File: src/hdl/dcache_pkg.sv
// dcache shared definitions
// cache geometry, host access size and the two views of an address word

package dcache_pkg;

  // ----------------------------------------
  // geometry
  // ----------------------------------------
  localparam int XLEN       = 32;               // data word width
  localparam int LINE_WORDS = 4;                // words per line = beats per burst
  localparam int SETS       = 16;               // direct mapped, one line per set
  localparam int BYTE_BITS  = 2;                // byte in word
  localparam int WORD_BITS  = 2;                // word in line
  localparam int IDX_BITS   = 4;                // set index
  localparam int TAG_BITS   = XLEN - IDX_BITS - WORD_BITS - BYTE_BITS;  // 24
  localparam int LINE_BITS  = LINE_WORDS * XLEN;                        // 128

  // ----------------------------------------
  // host access size
  // ----------------------------------------
  typedef enum logic [1:0] {
    BYTE = 2'd0,
    HALF = 2'd1,
    WORD = 2'd2
  } size_e;

  // ----------------------------------------
  // address word
  // ----------------------------------------
  // field split of a byte address, msb first
  typedef struct packed {
    logic [TAG_BITS-1:0]  tag;
    logic [IDX_BITS-1:0]  idx;
    logic [WORD_BITS-1:0] wrd;
    logic [BYTE_BITS-1:0] byt;
  } adr_fields_s;

  // same 32 bits, either as a flat address or split into fields
  typedef union packed {
    logic [XLEN-1:0] word;   // flat byte address
    adr_fields_s     f;      // tag / index / word / byte
  } adr_u;

endpackage

File: src/hdl/dcache_if.sv
// dcache internal interfaces
// lookup between controller and tag array, burst between controller and
// burst engine, line between burst engine and data array

`timescale 1ns/1ps

interface dcache_lookup_if import dcache_pkg::*; ();
  adr_u                adr;              // registered request address
  logic                flush;            // select flush_idx instead of adr index
  logic [IDX_BITS-1:0] flush_idx;        // set under flush
  logic                tag_we;           // set becomes valid, clean, tagged
  logic                dirty_set;        // host write hit
  logic                dirty_clr;        // line written back
  logic                hit;
  logic                victim_dirty;
  logic [TAG_BITS-1:0] victim_tag;
  logic                any_dirty;
  logic [IDX_BITS-1:0] first_dirty_idx;  // lowest dirty set

  modport ctrl (output adr, flush, flush_idx, tag_we, dirty_set, dirty_clr,
                input  hit, victim_dirty, victim_tag, any_dirty, first_dirty_idx);
  modport tags (input  adr, flush, flush_idx, tag_we, dirty_set, dirty_clr,
                output hit, victim_dirty, victim_tag, any_dirty, first_dirty_idx);
endinterface

interface dcache_burst_if import dcache_pkg::*; ();
  logic start;     // one cycle strobe
  logic we;        // 1 = write-back, 0 = fill
  adr_u line_adr;  // line base, offsets zero
  logic done;      // one cycle strobe after last beat

  modport ctrl  (output start, we, line_adr, input  done);
  modport burst (input  start, we, line_adr, output done);
endinterface

interface dcache_line_if import dcache_pkg::*; ();
  logic [IDX_BITS-1:0]  line_idx;
  logic [WORD_BITS-1:0] word_sel;   // current beat
  logic                 fill_we;
  logic [XLEN-1:0]      fill_wdata;
  logic [XLEN-1:0]      line_rdata; // word_sel of line_idx

  modport burst (output line_idx, word_sel, fill_we, fill_wdata, input  line_rdata);
  modport data  (input  line_idx, word_sel, fill_we, fill_wdata, output line_rdata);
endinterface

File: src/hdl/dcache_burst.sv
// dcache burst engine
// four-beat line transfer to or from memory, one word per mem_ack_i

`timescale 1ns/1ps

module dcache_burst import dcache_pkg::*; (
  input  logic            clk_i,
  input  logic            rst_ni,
  dcache_burst_if.burst   bu,
  dcache_line_if.burst    ln,
  output logic            mem_req_o,
  output logic            mem_we_o,
  output logic [XLEN-1:0] mem_adr_o,
  output logic [XLEN-1:0] mem_wdata_o,
  input  logic [XLEN-1:0] mem_rdata_i,
  input  logic            mem_ack_i
);

  adr_u                 line_q;     // line base of this burst
  logic                 we_q;
  logic [WORD_BITS-1:0] beat_q;
  logic                 done_q;
  logic                 last_beat;

  assign last_beat = mem_req_o & mem_ack_i & (beat_q == WORD_BITS'(LINE_WORDS - 1));

  // ----------------------------------------
  // beat counter
  // ----------------------------------------
  always_ff @(posedge clk_i or negedge rst_ni)
  begin
    if (!rst_ni)
    begin
      mem_req_o <= 1'b0;
      beat_q    <= '0;
      done_q    <= 1'b0;
    end
    else
    begin
      done_q <= last_beat;                // one cycle after 4th ack
      if (bu.start)
      begin
        mem_req_o <= 1'b1;
        beat_q    <= '0;
      end
      else if (mem_req_o && mem_ack_i)
      begin
        beat_q <= beat_q + 1'b1;
        if (last_beat)
          mem_req_o <= 1'b0;
      end
    end
  end

  // latched for the whole burst
  always_ff @(posedge clk_i)
  begin
    if (bu.start)
    begin
      line_q <= bu.line_adr;
      we_q   <= bu.we;
    end
  end

  // ----------------------------------------
  // memory and line side
  // ----------------------------------------
  assign mem_we_o    = we_q;
  assign mem_adr_o   = line_q.word;
  assign mem_wdata_o = ln.line_rdata;      // write-back word of this beat
  assign bu.done     = done_q;

  assign ln.line_idx   = line_q.f.idx;
  assign ln.word_sel   = beat_q;           // ascending word order
  assign ln.fill_we    = mem_req_o & ~we_q & mem_ack_i;
  assign ln.fill_wdata = mem_rdata_i;

  // memory only answers an open burst
  a_ack_in_burst: assert property (@(posedge clk_i) disable iff (!rst_ni)
    mem_ack_i |-> mem_req_o);

endmodule

File: src/hdl/dcache_ctrl.sv
// dcache controller
// registers the host request and sequences hit, write-back, fill,
// retry and flush

`timescale 1ns/1ps

module dcache_ctrl import dcache_pkg::*; (
  input  logic            clk_i,
  input  logic            rst_ni,
  input  logic            req_i,
  input  logic            we_i,
  input  logic            flush_i,
  input  size_e           size_i,
  input  logic [XLEN-1:0] adr_i,
  input  logic [XLEN-1:0] wdata_i,
  output logic            ack_o,
  output logic            flush_done_o,
  dcache_lookup_if.ctrl   lk,
  dcache_burst_if.ctrl    bu,
  output logic            wr_en_o,
  output logic [3:0]      wr_be_o,
  output adr_u            req_adr_o,
  output logic [XLEN-1:0] req_wdata_o
);

  typedef enum logic [2:0] {
    IDLE, LOOKUP, WRITEBACK, FILL, REFILL_DONE, FLUSH_SCAN, FLUSH_WB
  } state_e;

  state_e              state_q;
  state_e              state_d;
  adr_u                in_adr;
  logic [3:0]          be;
  adr_u                req_adr_q;
  logic                req_we_q;
  logic [3:0]          req_be_q;
  logic [XLEN-1:0]     req_wdata_q;
  logic [IDX_BITS-1:0] flush_idx_q;
  adr_u                fill_adr;
  adr_u                wb_adr;
  adr_u                flush_adr;

  // ----------------------------------------
  // request register
  // ----------------------------------------
  assign in_adr.word = adr_i;

  // write data sits in its byte lanes already
  always_comb
  begin
    case (size_i)
      BYTE:    be = 4'b0001 << in_adr.f.byt;
      HALF:    be = 4'b0011 << in_adr.f.byt;
      default: be = 4'b1111;
    endcase
  end

  always_ff @(posedge clk_i)
  begin
    if (req_i)
    begin
      req_adr_q   <= in_adr;
      req_we_q    <= we_i;
      req_be_q    <= be;
      req_wdata_q <= wdata_i;
    end
  end

  // held through the write-back of one flushed set
  always_ff @(posedge clk_i)
    if (state_q == FLUSH_SCAN && lk.any_dirty)
      flush_idx_q <= lk.first_dirty_idx;

  // line base addresses, offsets zeroed
  always_comb
  begin
    fill_adr.word  = {req_adr_q.f.tag, req_adr_q.f.idx, {(WORD_BITS + BYTE_BITS){1'b0}}};
    wb_adr.word    = {lk.victim_tag, req_adr_q.f.idx, {(WORD_BITS + BYTE_BITS){1'b0}}};
    flush_adr.word = {lk.victim_tag, lk.first_dirty_idx, {(WORD_BITS + BYTE_BITS){1'b0}}};
  end

  // ----------------------------------------
  // FSM
  // ----------------------------------------
  always_ff @(posedge clk_i or negedge rst_ni)
    if (!rst_ni)
      state_q <= IDLE;
    else
      state_q <= state_d;

  always_comb
  begin
    state_d      = state_q;
    bu.start     = 1'b0;
    bu.we        = 1'b0;
    bu.line_adr  = fill_adr;
    lk.tag_we    = 1'b0;
    lk.dirty_clr = 1'b0;
    case (state_q)
      IDLE:
      begin
        if (flush_i)
          state_d = FLUSH_SCAN;
        else if (req_i)
          state_d = LOOKUP;
      end
      LOOKUP:                             // decision cycle
      begin
        if (lk.hit)
          state_d = IDLE;
        else if (lk.victim_dirty)
        begin
          bu.start    = 1'b1;             // evict first
          bu.we       = 1'b1;
          bu.line_adr = wb_adr;
          state_d     = WRITEBACK;
        end
        else
        begin
          bu.start = 1'b1;                // clean victim, fill directly
          state_d  = FILL;
        end
      end
      WRITEBACK:
      begin
        if (bu.done)
        begin
          lk.dirty_clr = 1'b1;
          bu.start     = 1'b1;            // fill right behind it
          state_d      = FILL;
        end
      end
      FILL:
      begin
        if (bu.done)
        begin
          lk.tag_we = 1'b1;
          state_d   = REFILL_DONE;
        end
      end
      REFILL_DONE: state_d = LOOKUP;      // retry, hits now
      FLUSH_SCAN:
      begin
        if (lk.any_dirty)
        begin
          bu.start    = 1'b1;
          bu.we       = 1'b1;
          bu.line_adr = flush_adr;
          state_d     = FLUSH_WB;
        end
        else
          state_d = IDLE;
      end
      FLUSH_WB:
      begin
        if (bu.done)
        begin
          lk.dirty_clr = 1'b1;
          state_d      = FLUSH_SCAN;      // look for the next one
        end
      end
      default: state_d = IDLE;
    endcase
  end

  // ----------------------------------------
  // outputs
  // ----------------------------------------
  assign ack_o        = (state_q == LOOKUP) & lk.hit;
  assign wr_en_o      = ack_o & req_we_q;          // write hit
  assign flush_done_o = (state_q == FLUSH_SCAN) & ~lk.any_dirty;

  assign lk.adr       = req_adr_q;
  assign lk.dirty_set = wr_en_o;
  assign lk.flush     = (state_q == FLUSH_SCAN) || (state_q == FLUSH_WB);
  assign lk.flush_idx = (state_q == FLUSH_SCAN) ? lk.first_dirty_idx : flush_idx_q;

  assign wr_be_o     = req_be_q;
  assign req_adr_o   = req_adr_q;
  assign req_wdata_o = req_wdata_q;

  // one request or flush at a time
  a_no_req_busy: assert property (@(posedge clk_i) disable iff (!rst_ni)
    (req_i || flush_i) |-> state_q == IDLE);

  // next burst only once the current one reports done
  a_start_idle: assert property (@(posedge clk_i) disable iff (!rst_ni)
    bu.start |=> (!bu.start until bu.done));

endmodule

File: src/hdl/dcache_data_array.sv
// dcache data array
// line storage in flops, byte-enable merge for host writes,
// whole words from fills, combinational word select on both sides

`timescale 1ns/1ps

module dcache_data_array import dcache_pkg::*; (
  input  logic            clk_i,
  dcache_line_if.data     ln,
  input  logic            wr_en_i,
  input  logic [3:0]      wr_be_i,
  input  adr_u            req_adr_i,
  input  logic [XLEN-1:0] req_wdata_i,
  output logic [XLEN-1:0] rdata_o
);

  logic [LINE_BITS-1:0] lines_q [SETS];
  logic [XLEN-1:0]      host_word;   // addressed word, current content
  logic [XLEN-1:0]      merged;      // host_word with written bytes replaced

  // ----------------------------------------
  // read
  // ----------------------------------------
  assign host_word     = lines_q[req_adr_i.f.idx][req_adr_i.f.wrd * XLEN +: XLEN];
  assign rdata_o       = host_word;
  assign ln.line_rdata = lines_q[ln.line_idx][ln.word_sel * XLEN +: XLEN];  // write-back

  // ----------------------------------------
  // byte merge
  // ----------------------------------------
  always_comb
  begin
    merged = host_word;
    for (int b = 0; b < XLEN / 8; b++)
      if (wr_be_i[b])
        merged[b * 8 +: 8] = req_wdata_i[b * 8 +: 8];
  end

  // ----------------------------------------
  // write
  // ----------------------------------------
  // fill and host write never overlap, fill checked first anyway
  always_ff @(posedge clk_i)
  begin
    if (ln.fill_we)
      lines_q[ln.line_idx][ln.word_sel * XLEN +: XLEN] <= ln.fill_wdata;
    else if (wr_en_i)
      lines_q[req_adr_i.f.idx][req_adr_i.f.wrd * XLEN +: XLEN] <= merged;
  end

endmodule

File: src/hdl/dcache_tag_array.sv
// dcache tag array
// per-set valid/dirty/tag in flops, hit and victim decode for the
// selected set, lowest dirty set for flush

`timescale 1ns/1ps

module dcache_tag_array import dcache_pkg::*; (
  input  logic          clk_i,
  input  logic          rst_ni,
  dcache_lookup_if.tags lk
);

  logic [SETS-1:0]     valid_q;
  logic [SETS-1:0]     dirty_q;
  logic [TAG_BITS-1:0] tag_q [SETS];
  logic [IDX_BITS-1:0] set;        // set being looked at / written

  // flush walks sets by index, otherwise request index
  assign set = lk.flush ? lk.flush_idx : lk.adr.f.idx;

  // ----------------------------------------
  // decode
  // ----------------------------------------
  assign lk.hit          = valid_q[set] & (tag_q[set] == lk.adr.f.tag);
  assign lk.victim_dirty = valid_q[set] & dirty_q[set];
  assign lk.victim_tag   = tag_q[set];
  assign lk.any_dirty    = |dirty_q;

  // scan down so the lowest dirty set wins
  always_comb
  begin
    lk.first_dirty_idx = '0;
    for (int s = SETS - 1; s >= 0; s--)
      if (dirty_q[s])
        lk.first_dirty_idx = IDX_BITS'(s);
  end

  // ----------------------------------------
  // update
  // ----------------------------------------
  always_ff @(posedge clk_i or negedge rst_ni)
  begin
    if (!rst_ni)
    begin
      valid_q <= '0;
      dirty_q <= '0;
    end
    else if (lk.tag_we)
    begin
      valid_q[set] <= 1'b1;   // fresh line, clean
      dirty_q[set] <= 1'b0;
    end
    else if (lk.dirty_set)
      dirty_q[set] <= 1'b1;
    else if (lk.dirty_clr)
      dirty_q[set] <= 1'b0;   // after write-back
  end

  always_ff @(posedge clk_i)
    if (lk.tag_we)
      tag_q[set] <= lk.adr.f.tag;

  // fill completion and write-back completion are separate states
  a_tag_we_dirty_clr: assert property (@(posedge clk_i) disable iff (!rst_ni)
    !(lk.tag_we && lk.dirty_clr));

endmodule

File: src/hdl/dcache_top.sv
// dcache top level
// direct-mapped write-back data cache with host port, flush and memory burst port

`timescale 1ns/1ps

module dcache_top import dcache_pkg::*; (
  input  logic            clk_i,
  input  logic            rst_ni,
  // host
  input  logic            req_i,
  input  logic            we_i,
  input  size_e           size_i,
  input  logic [XLEN-1:0] adr_i,
  input  logic [XLEN-1:0] wdata_i,
  output logic [XLEN-1:0] rdata_o,
  output logic            ack_o,
  input  logic            flush_i,
  output logic            flush_done_o,
  // memory
  output logic            mem_req_o,
  output logic            mem_we_o,
  output logic [XLEN-1:0] mem_adr_o,
  output logic [XLEN-1:0] mem_wdata_o,
  input  logic [XLEN-1:0] mem_rdata_i,
  input  logic            mem_ack_i
);

  dcache_lookup_if lk_if ();
  dcache_burst_if  bu_if ();
  dcache_line_if   ln_if ();

  logic            wr_en;
  logic [3:0]      wr_be;
  adr_u            req_adr;
  logic [XLEN-1:0] req_wdata;

  // ----------------------------------------
  // lookup
  // ----------------------------------------
  dcache_tag_array u_tags (
    .clk_i  (clk_i),
    .rst_ni (rst_ni),
    .lk     (lk_if.tags)
  );

  // ----------------------------------------
  // control and burst
  // ----------------------------------------
  dcache_ctrl u_ctrl (
    .clk_i        (clk_i),
    .rst_ni       (rst_ni),
    .req_i        (req_i),
    .we_i         (we_i),
    .flush_i      (flush_i),
    .size_i       (size_i),
    .adr_i        (adr_i),
    .wdata_i      (wdata_i),
    .ack_o        (ack_o),
    .flush_done_o (flush_done_o),
    .lk           (lk_if.ctrl),
    .bu           (bu_if.ctrl),
    .wr_en_o      (wr_en),
    .wr_be_o      (wr_be),
    .req_adr_o    (req_adr),
    .req_wdata_o  (req_wdata)
  );

  dcache_burst u_burst (
    .clk_i       (clk_i),
    .rst_ni      (rst_ni),
    .bu          (bu_if.burst),
    .ln          (ln_if.burst),
    .mem_req_o   (mem_req_o),
    .mem_we_o    (mem_we_o),
    .mem_adr_o   (mem_adr_o),
    .mem_wdata_o (mem_wdata_o),
    .mem_rdata_i (mem_rdata_i),
    .mem_ack_i   (mem_ack_i)
  );

  // ----------------------------------------
  // data
  // ----------------------------------------
  dcache_data_array u_data (
    .clk_i       (clk_i),
    .ln          (ln_if.data),
    .wr_en_i     (wr_en),
    .wr_be_i     (wr_be),
    .req_adr_i   (req_adr),
    .req_wdata_i (req_wdata),
    .rdata_o     (rdata_o)
  );

endmodule

File: config.mk
export PLATFORM = sky130hd
export DESIGN_NAME = dcache_top
export DESIGN_NICKNAME = d
export VERILOG_FILES = /design/src/hdl/dcache_pkg.sv /design/src/hdl/dcache_if.sv /design/src/hdl/dcache_burst.sv /design/src/hdl/dcache_ctrl.sv /design/src/hdl/dcache_data_array.sv /design/src/hdl/dcache_tag_array.sv /design/src/hdl/dcache_top.sv
export SDC_FILE = /design/constraint.sdc
export NUM_CORES = 2
export LEC_CHECK = 0
export BUFFER_PORTS_ARGS = -buffer_cell sky130_fd_sc_hd__buf_4
export CAP_MARGIN = 30
export CELL_PAD_IN_SITES_DETAIL_PLACEMENT = 0
export CELL_PAD_IN_SITES_GLOBAL_PLACEMENT = 1
export CORE_AREA = 2 2 462 464
export CTS_BUF_LIST = sky130_fd_sc_hd__clkbuf_4 sky130_fd_sc_hd__clkbuf_8 sky130_fd_sc_hd__clkbuf_16
export CTS_CLUSTER_DIAMETER = 50
export DETAILED_ROUTE_END_ITERATION = 8
export DIE_AREA = 0 0 464 466
export PLACE_DENSITY_LB_ADDON = 0.15
export SYNTH_ARGS = -nofsm -noshare
export SYNTH_HDL_FRONTEND = slang
export SYNTH_SLANG_ARGS = --single-unit
export TNS_END_PERCENT = 50
File: constraint.sdc
create_clock -name clk_i -period 8.52 [get_ports clk_i]
set_clock_uncertainty 0.2 [all_clocks]
set_input_delay 0.852 -clock clk_i [delete_from_list [all_inputs] [get_ports clk_i]]
set_output_delay 0.852 -clock clk_i [all_outputs]
set_load 0.03 [all_outputs]
Word-level counts from Yosys, hierarchy flattened
Memories as Yosys holds them, arrays and structs flattened. A register that Yosys moved wholly into a read port is not among the register bits.
Index checks and enable logic that the tools add are counted.
- register bits: 145
- memory bits (writable): 2432
- bits of input ports: 104
- output and inout bits: 100
- word-level logic and storage cells: 141
- memories: 2
- memories (memory ; words ; width ; read ports ; clocked after Yosys merged registers in ; wr ports ; line ; RTL):
    u_data.lines_q ; 16 ; 128 ; 2 ; 2 ; 1 ; dcache_data_array.sv:17 ; logic [LINE_BITS-1:0] lines_q [SETS];
    u_tags.tag_q ; 16 ; 24 ; 1 ; 0 ; 1 ; dcache_tag_array.sv:15 ; logic [TAG_BITS-1:0] tag_q [SETS];
- add/sub/neg operators: 3
- $lt $le $gt $ge: 2
- equal/unequal tests: 13
- shift-type cells: 8
- muxes and demuxes: 71
- bitwise gates (word level): 15
- reduce and logical (&&, ||, !) cells: 14
- operators with widths (kind ; number):
    128-bit two-way mux ; 4
    32-bit by 34-bit variable shift with 128-bit output, first input constant ; 2
    128-bit by 8-bit indexed part select with 32-bit output ; 2
    32-bit by 34-bit indexed part select with 128-bit output ; 2
    128-bit OR reduction ; 1
    32-bit two-way mux ; 3
    4-bit two-way mux ; 21
    7-bit negator with 34-bit output ; 2
    32-bit case mux with 2 select lines ; 1
    16-bit two-way mux ; 3
    8-bit two-way mux ; 4
    16-bit bitwise OR ; 2
    24-bit == test ; 1
    3-bit two-way mux ; 7
    3-bit case mux with 7 select lines ; 1
    1-bit two-way mux ; 19
    16-bit bitwise AND ; 1
    16-bit NOT ; 1
    16-bit OR reduction ; 1
    1-bit bitwise AND ; 9
    3-bit == test, second input constant ; 3
    1-bit binary-select mux with 4-bit select ; 2
    4-bit case mux with 2 select lines ; 1
    3-bit by 2-bit == test with 1-bit output, second input constant ; 2
    other kinds (24) ; 31

Depth between registers and ports, before layout
- depth in word-level cells: 28
- gate-level depth with buffers: 21
- mapped depth without buffers: 13

By module
Synthesis repeated with hierarchy kept, for this count alone.
- cells, all modules: 6214
- area, all modules: 118093.3 um^2
- by module, submodules not included (module ; instances ; cells an instance ; area an instance (um^2) ; sequential area each (um^2)):
    dcache_data_array ; 1 ; 4950 ; 96221.0 ; 61499.0
    dcache_tag_array ; 1 ; 956 ; 16878.7 ; 12331.8
    dcache_ctrl ; 1 ; 191 ; 3305.7 ; 2267.2
    dcache_burst ; 1 ; 117 ; 1687.9 ; 1091.0

Worst setup path before layout
Ideal clock, no wire load.
- path type: flip-flop to flip-flop
- from: register with a tool-made name
- to: memory u_data.lines_q[1][0] (netlist bit) (enable)
- setup time: 421 ps
- data arrival time: 5660 ps
- data required time: 7899 ps
- setup slack: 2239 ps
- stages on the path, launching flop included: 18
- path buffers: 4
- period minus slack after synthesis: 6281 ps
- path through: dfrtp_1 > or4_4 > a211oi_2 > mux2_1 > buf_6 > nor3_2 > nand2_2 > buf_1 > o22ai_1 > nor4_1 > xnor2_1 > nand4_1 > or4_4 > or4_4 > buf_6 > buf_12 > mux2i_4 > nor2_1
- RTL lines (what ; line):
    end: declaration ; dcache_data_array.sv:17

==> results.toml <==
[synth]
synth_common_cells = "edfxtp_1 (2532), mux4_2 (1344), clkbuf_1 (257), nand2_1 (217), mux2i_1 (181)"
netlist.area_leader.share = 0.647
ys_seq_area_frac = 0.657
postSynthAreaPerCell_sq_um = 20.9
synth-edff-count = 2532
synth_area_leader_cell = "edfxtp_1"
synth_flop_cell = "edfxtp_1"
synth_seq_cells = 2579
yosys-top-cells-area = "edfxtp_1 (65%), mux4_2 (26%), mux2i_1 (1.5%)"
synthesis.area_sq_um = 118000
synth.most_common_cell = "edfxtp_1"
synthArstFlopShare = 0.0151
netlist_instances = 5630
yosys_warnings = 0
synth.distinct_cells = 68

[cells_and_area]
final_nets = 6175
area_delta_synth_final_pct = 15.0
utilization = 0.640
fin_cells = 9111
drive_gt1_frac = 0.404

[floorplanning]
coreArea_sq_um = 211000
dieHeight_um = 466
row_count = 169
fp.dieArea_sq_um = 216000
ios = 204
start_util = 0.556
die_w_um = 464

[sta]
tns_ns = 0
worst_pin_slew_ns = 1.17
setup_ws_ns = 0.751
whs_ns = 0.0667
rsz0062_at_grt = "false"
slew_violations = 0
hold_viol_final = 0
finalCritPeriodShare = 0.912
finalSetupViolations = 0
period_needed_ns = 7.77
max_freq_mhz = 129
max_slew_margin = 0.219

[clocking]
clk_pin_slew_ns = 0.06
cts-root-buf = "clkbuf_16"
clockBufferDepth = 4
clock-sinks = 2579
numCtsBuffers = 310
cts-htree-levels = 5
clk_latency_ns = 0.94
cts_resized = 0
cts_tree = "done"

[grt]
grt_first_pass_wirelength_um = 516000
grt_pass1_vias = 66188
grtUsageTotal = 0.347
gr-total-overflow = 0
grt_max_degree = 137
antenna_found_initial = 24

[power_and_ir_drop]
vdd_ir_drop_max_v = 0.000381
powerDensity_nw_per_um2 = 299
leakage_nw = 43.5

[hold_path]
min_path_type = "in2reg"

[drt]
ant_nets = 0
wl_met2_um = 173000
dr.pass1.iters = 6
wl_met1_um = 134000
highest_layer = "met5"
wl_met3_um = 48600
vias = 66801
drcViolationCount = 0
routedWlPerCell_um = 41.0
drt_iter0_drc = 10432
drt-total-wl_um = 374000
vias_per_cell = 7.33

[place]
dpl.hpwl_um = 223000
gp_congestion = 0.872
dpl.cell_count = 8498
dpl_worst_slack_ns = 1.04
io_buffers = 199

[worst_setup_path]
crit_type = "reg2reg"
r2r_slack_ns = 0.75
crit_required_ns = 9.05
start_kind = "flop"
path_max_fanout = 120
crit_path_end_kind = "flop"
critPathArrivalTime_ns = 8.30

[status]
status = "finished, final reports clean"

[run]
max-cap-violations = 0
metal layers:
| metal | up-vias | track usage |
|---|---|---|
| met5 | - | 0 |
| met4 | 14 | 0.153 |
| met3 | 874 | 0.0928 |
| met2 | 4958 | 0.522 |
| met1 | 35593 | 0.485 |
| li1 | 25362 | - |
worst max-delay path, stage by stage, from the launching register on:
cell      delay, ns
dfrtp_1        0.42
nor4_1         0.62
a211oi_2       0.17
mux2_1         0.65
a21boi_2       0.36
nand2_1        0.61
o22ai_1        0.19
or4_1          0.49
xnor2_1        0.21
nand4_1        0.17
or4_4          0.60
or4_4          0.91
buf_12         0.40
o21ai_0        0.98
buf_4          0.36
final timing paths:
path / cells past startpoint / start / to
hold / removal: 3 / flush_i / u_ctrl.state_q[2]
min in group asynchronous: 2 / rst_ni / u_tags.valid_q[13]
hold reg to reg: 1 / u_tags.valid_q[3] / u_tags.valid_q[3]
setup reg to reg: 14 / flop / u_data.lines_q[9][109]
setup / recovery: 14 / flop / u_data.lines_q[9][109]
max in group asynchronous: 2 / rst_ni / u_burst.ln.word_sel[0]
cells in the final DEF, fill, tap and decap left out, types with 12 or more instances in the layout:
master	n
buf_12	73
buf_4	392
bufinv_16	22
clkbuf_16	315
clkbuf_4	49
clkinv_1	50
clkinv_2	40
clkinvlp_4	13
dfrtp_1	38
dlygate4sd3_1	65
edfxtp_1	2532
inv_1	19
inv_6	25
mux2_2	78
mux2i_1	181
mux2i_4	16
mux4_2	1344
nand2_1	217
nand2b_1	14
nand3_1	145
nor2_1	74
nor2_4	80
nor3_1	22
o21ai_0	73
o21ai_1	85
o22ai_1	62
o31ai_1	17
or2_2	20
or4_1	12
xnor2_1	14
sequential cells by signal, indices dropped and copies added (netlist names), named ones only:
name                 cells
u_ctrl.lk.adr           30
u_burst.mem_adr_o       28
u_data.lines_q        2048
u_tags.valid_q          16
u_tags.tag_q           384
u_ctrl.flush_idx_q       4
u_ctrl.state_q           3
u_burst.mem_req_o        1
u_ctrl.wr_be_o           4
u_burst.bu.done          1
u_ctrl.req_wdata_o      32
u_burst.mem_we_o         1
u_burst.ln.word_sel      2
u_ctrl.req_we_q          1
repair_timing:
item	in CTS	in global routing
setup buffers	0	0
endpoints found under the hold margin	106	0
hold buffers	65	0
power by group:
| group | total (mW) | switching [mW] | internal [mW] |
|---|---|---|---|
| sequential | 15.3 | 0.420 | 14.9 |
| clock | 12.8 | 5.19 | 7.61 |
| combinational | 12.3 | 7.17 | 5.12 |
| total | 40.4 | 12.8 | 27.7 |
metrics by stage:
stage,cell area [sq um],power (mW)
finish,135000,40.4
detailed placement,125000,27.8
global placement,124000,27.6
global route,135000,41.5
CTS,135000,40.5
floorplan,118000,23.2
cell families after synthesis:
group                      synth area share
other                             0.0000319
DFF                                   0.657
buffers and inverters                0.0155
adders and majority gates           0.00106
and+or+nand+nor                      0.0249
AOI/OAI and AO/OA                    0.0165
muxes                                 0.284
xor gates and xnor gates            0.00155
area by class of cell:
class                      instances  area [sq um]
antenna                           11          27.5
clock buffer                     364          8250
clock inverter                   166          1550
fill                           13907         76100
inverter                          21          81.3
multi-input combinational       2609         39300
sequential                      2579         77200
tap                             2821          3530
timing repair buffer             540          5280
Note: power is estimated with default switching activity, not from simulation.
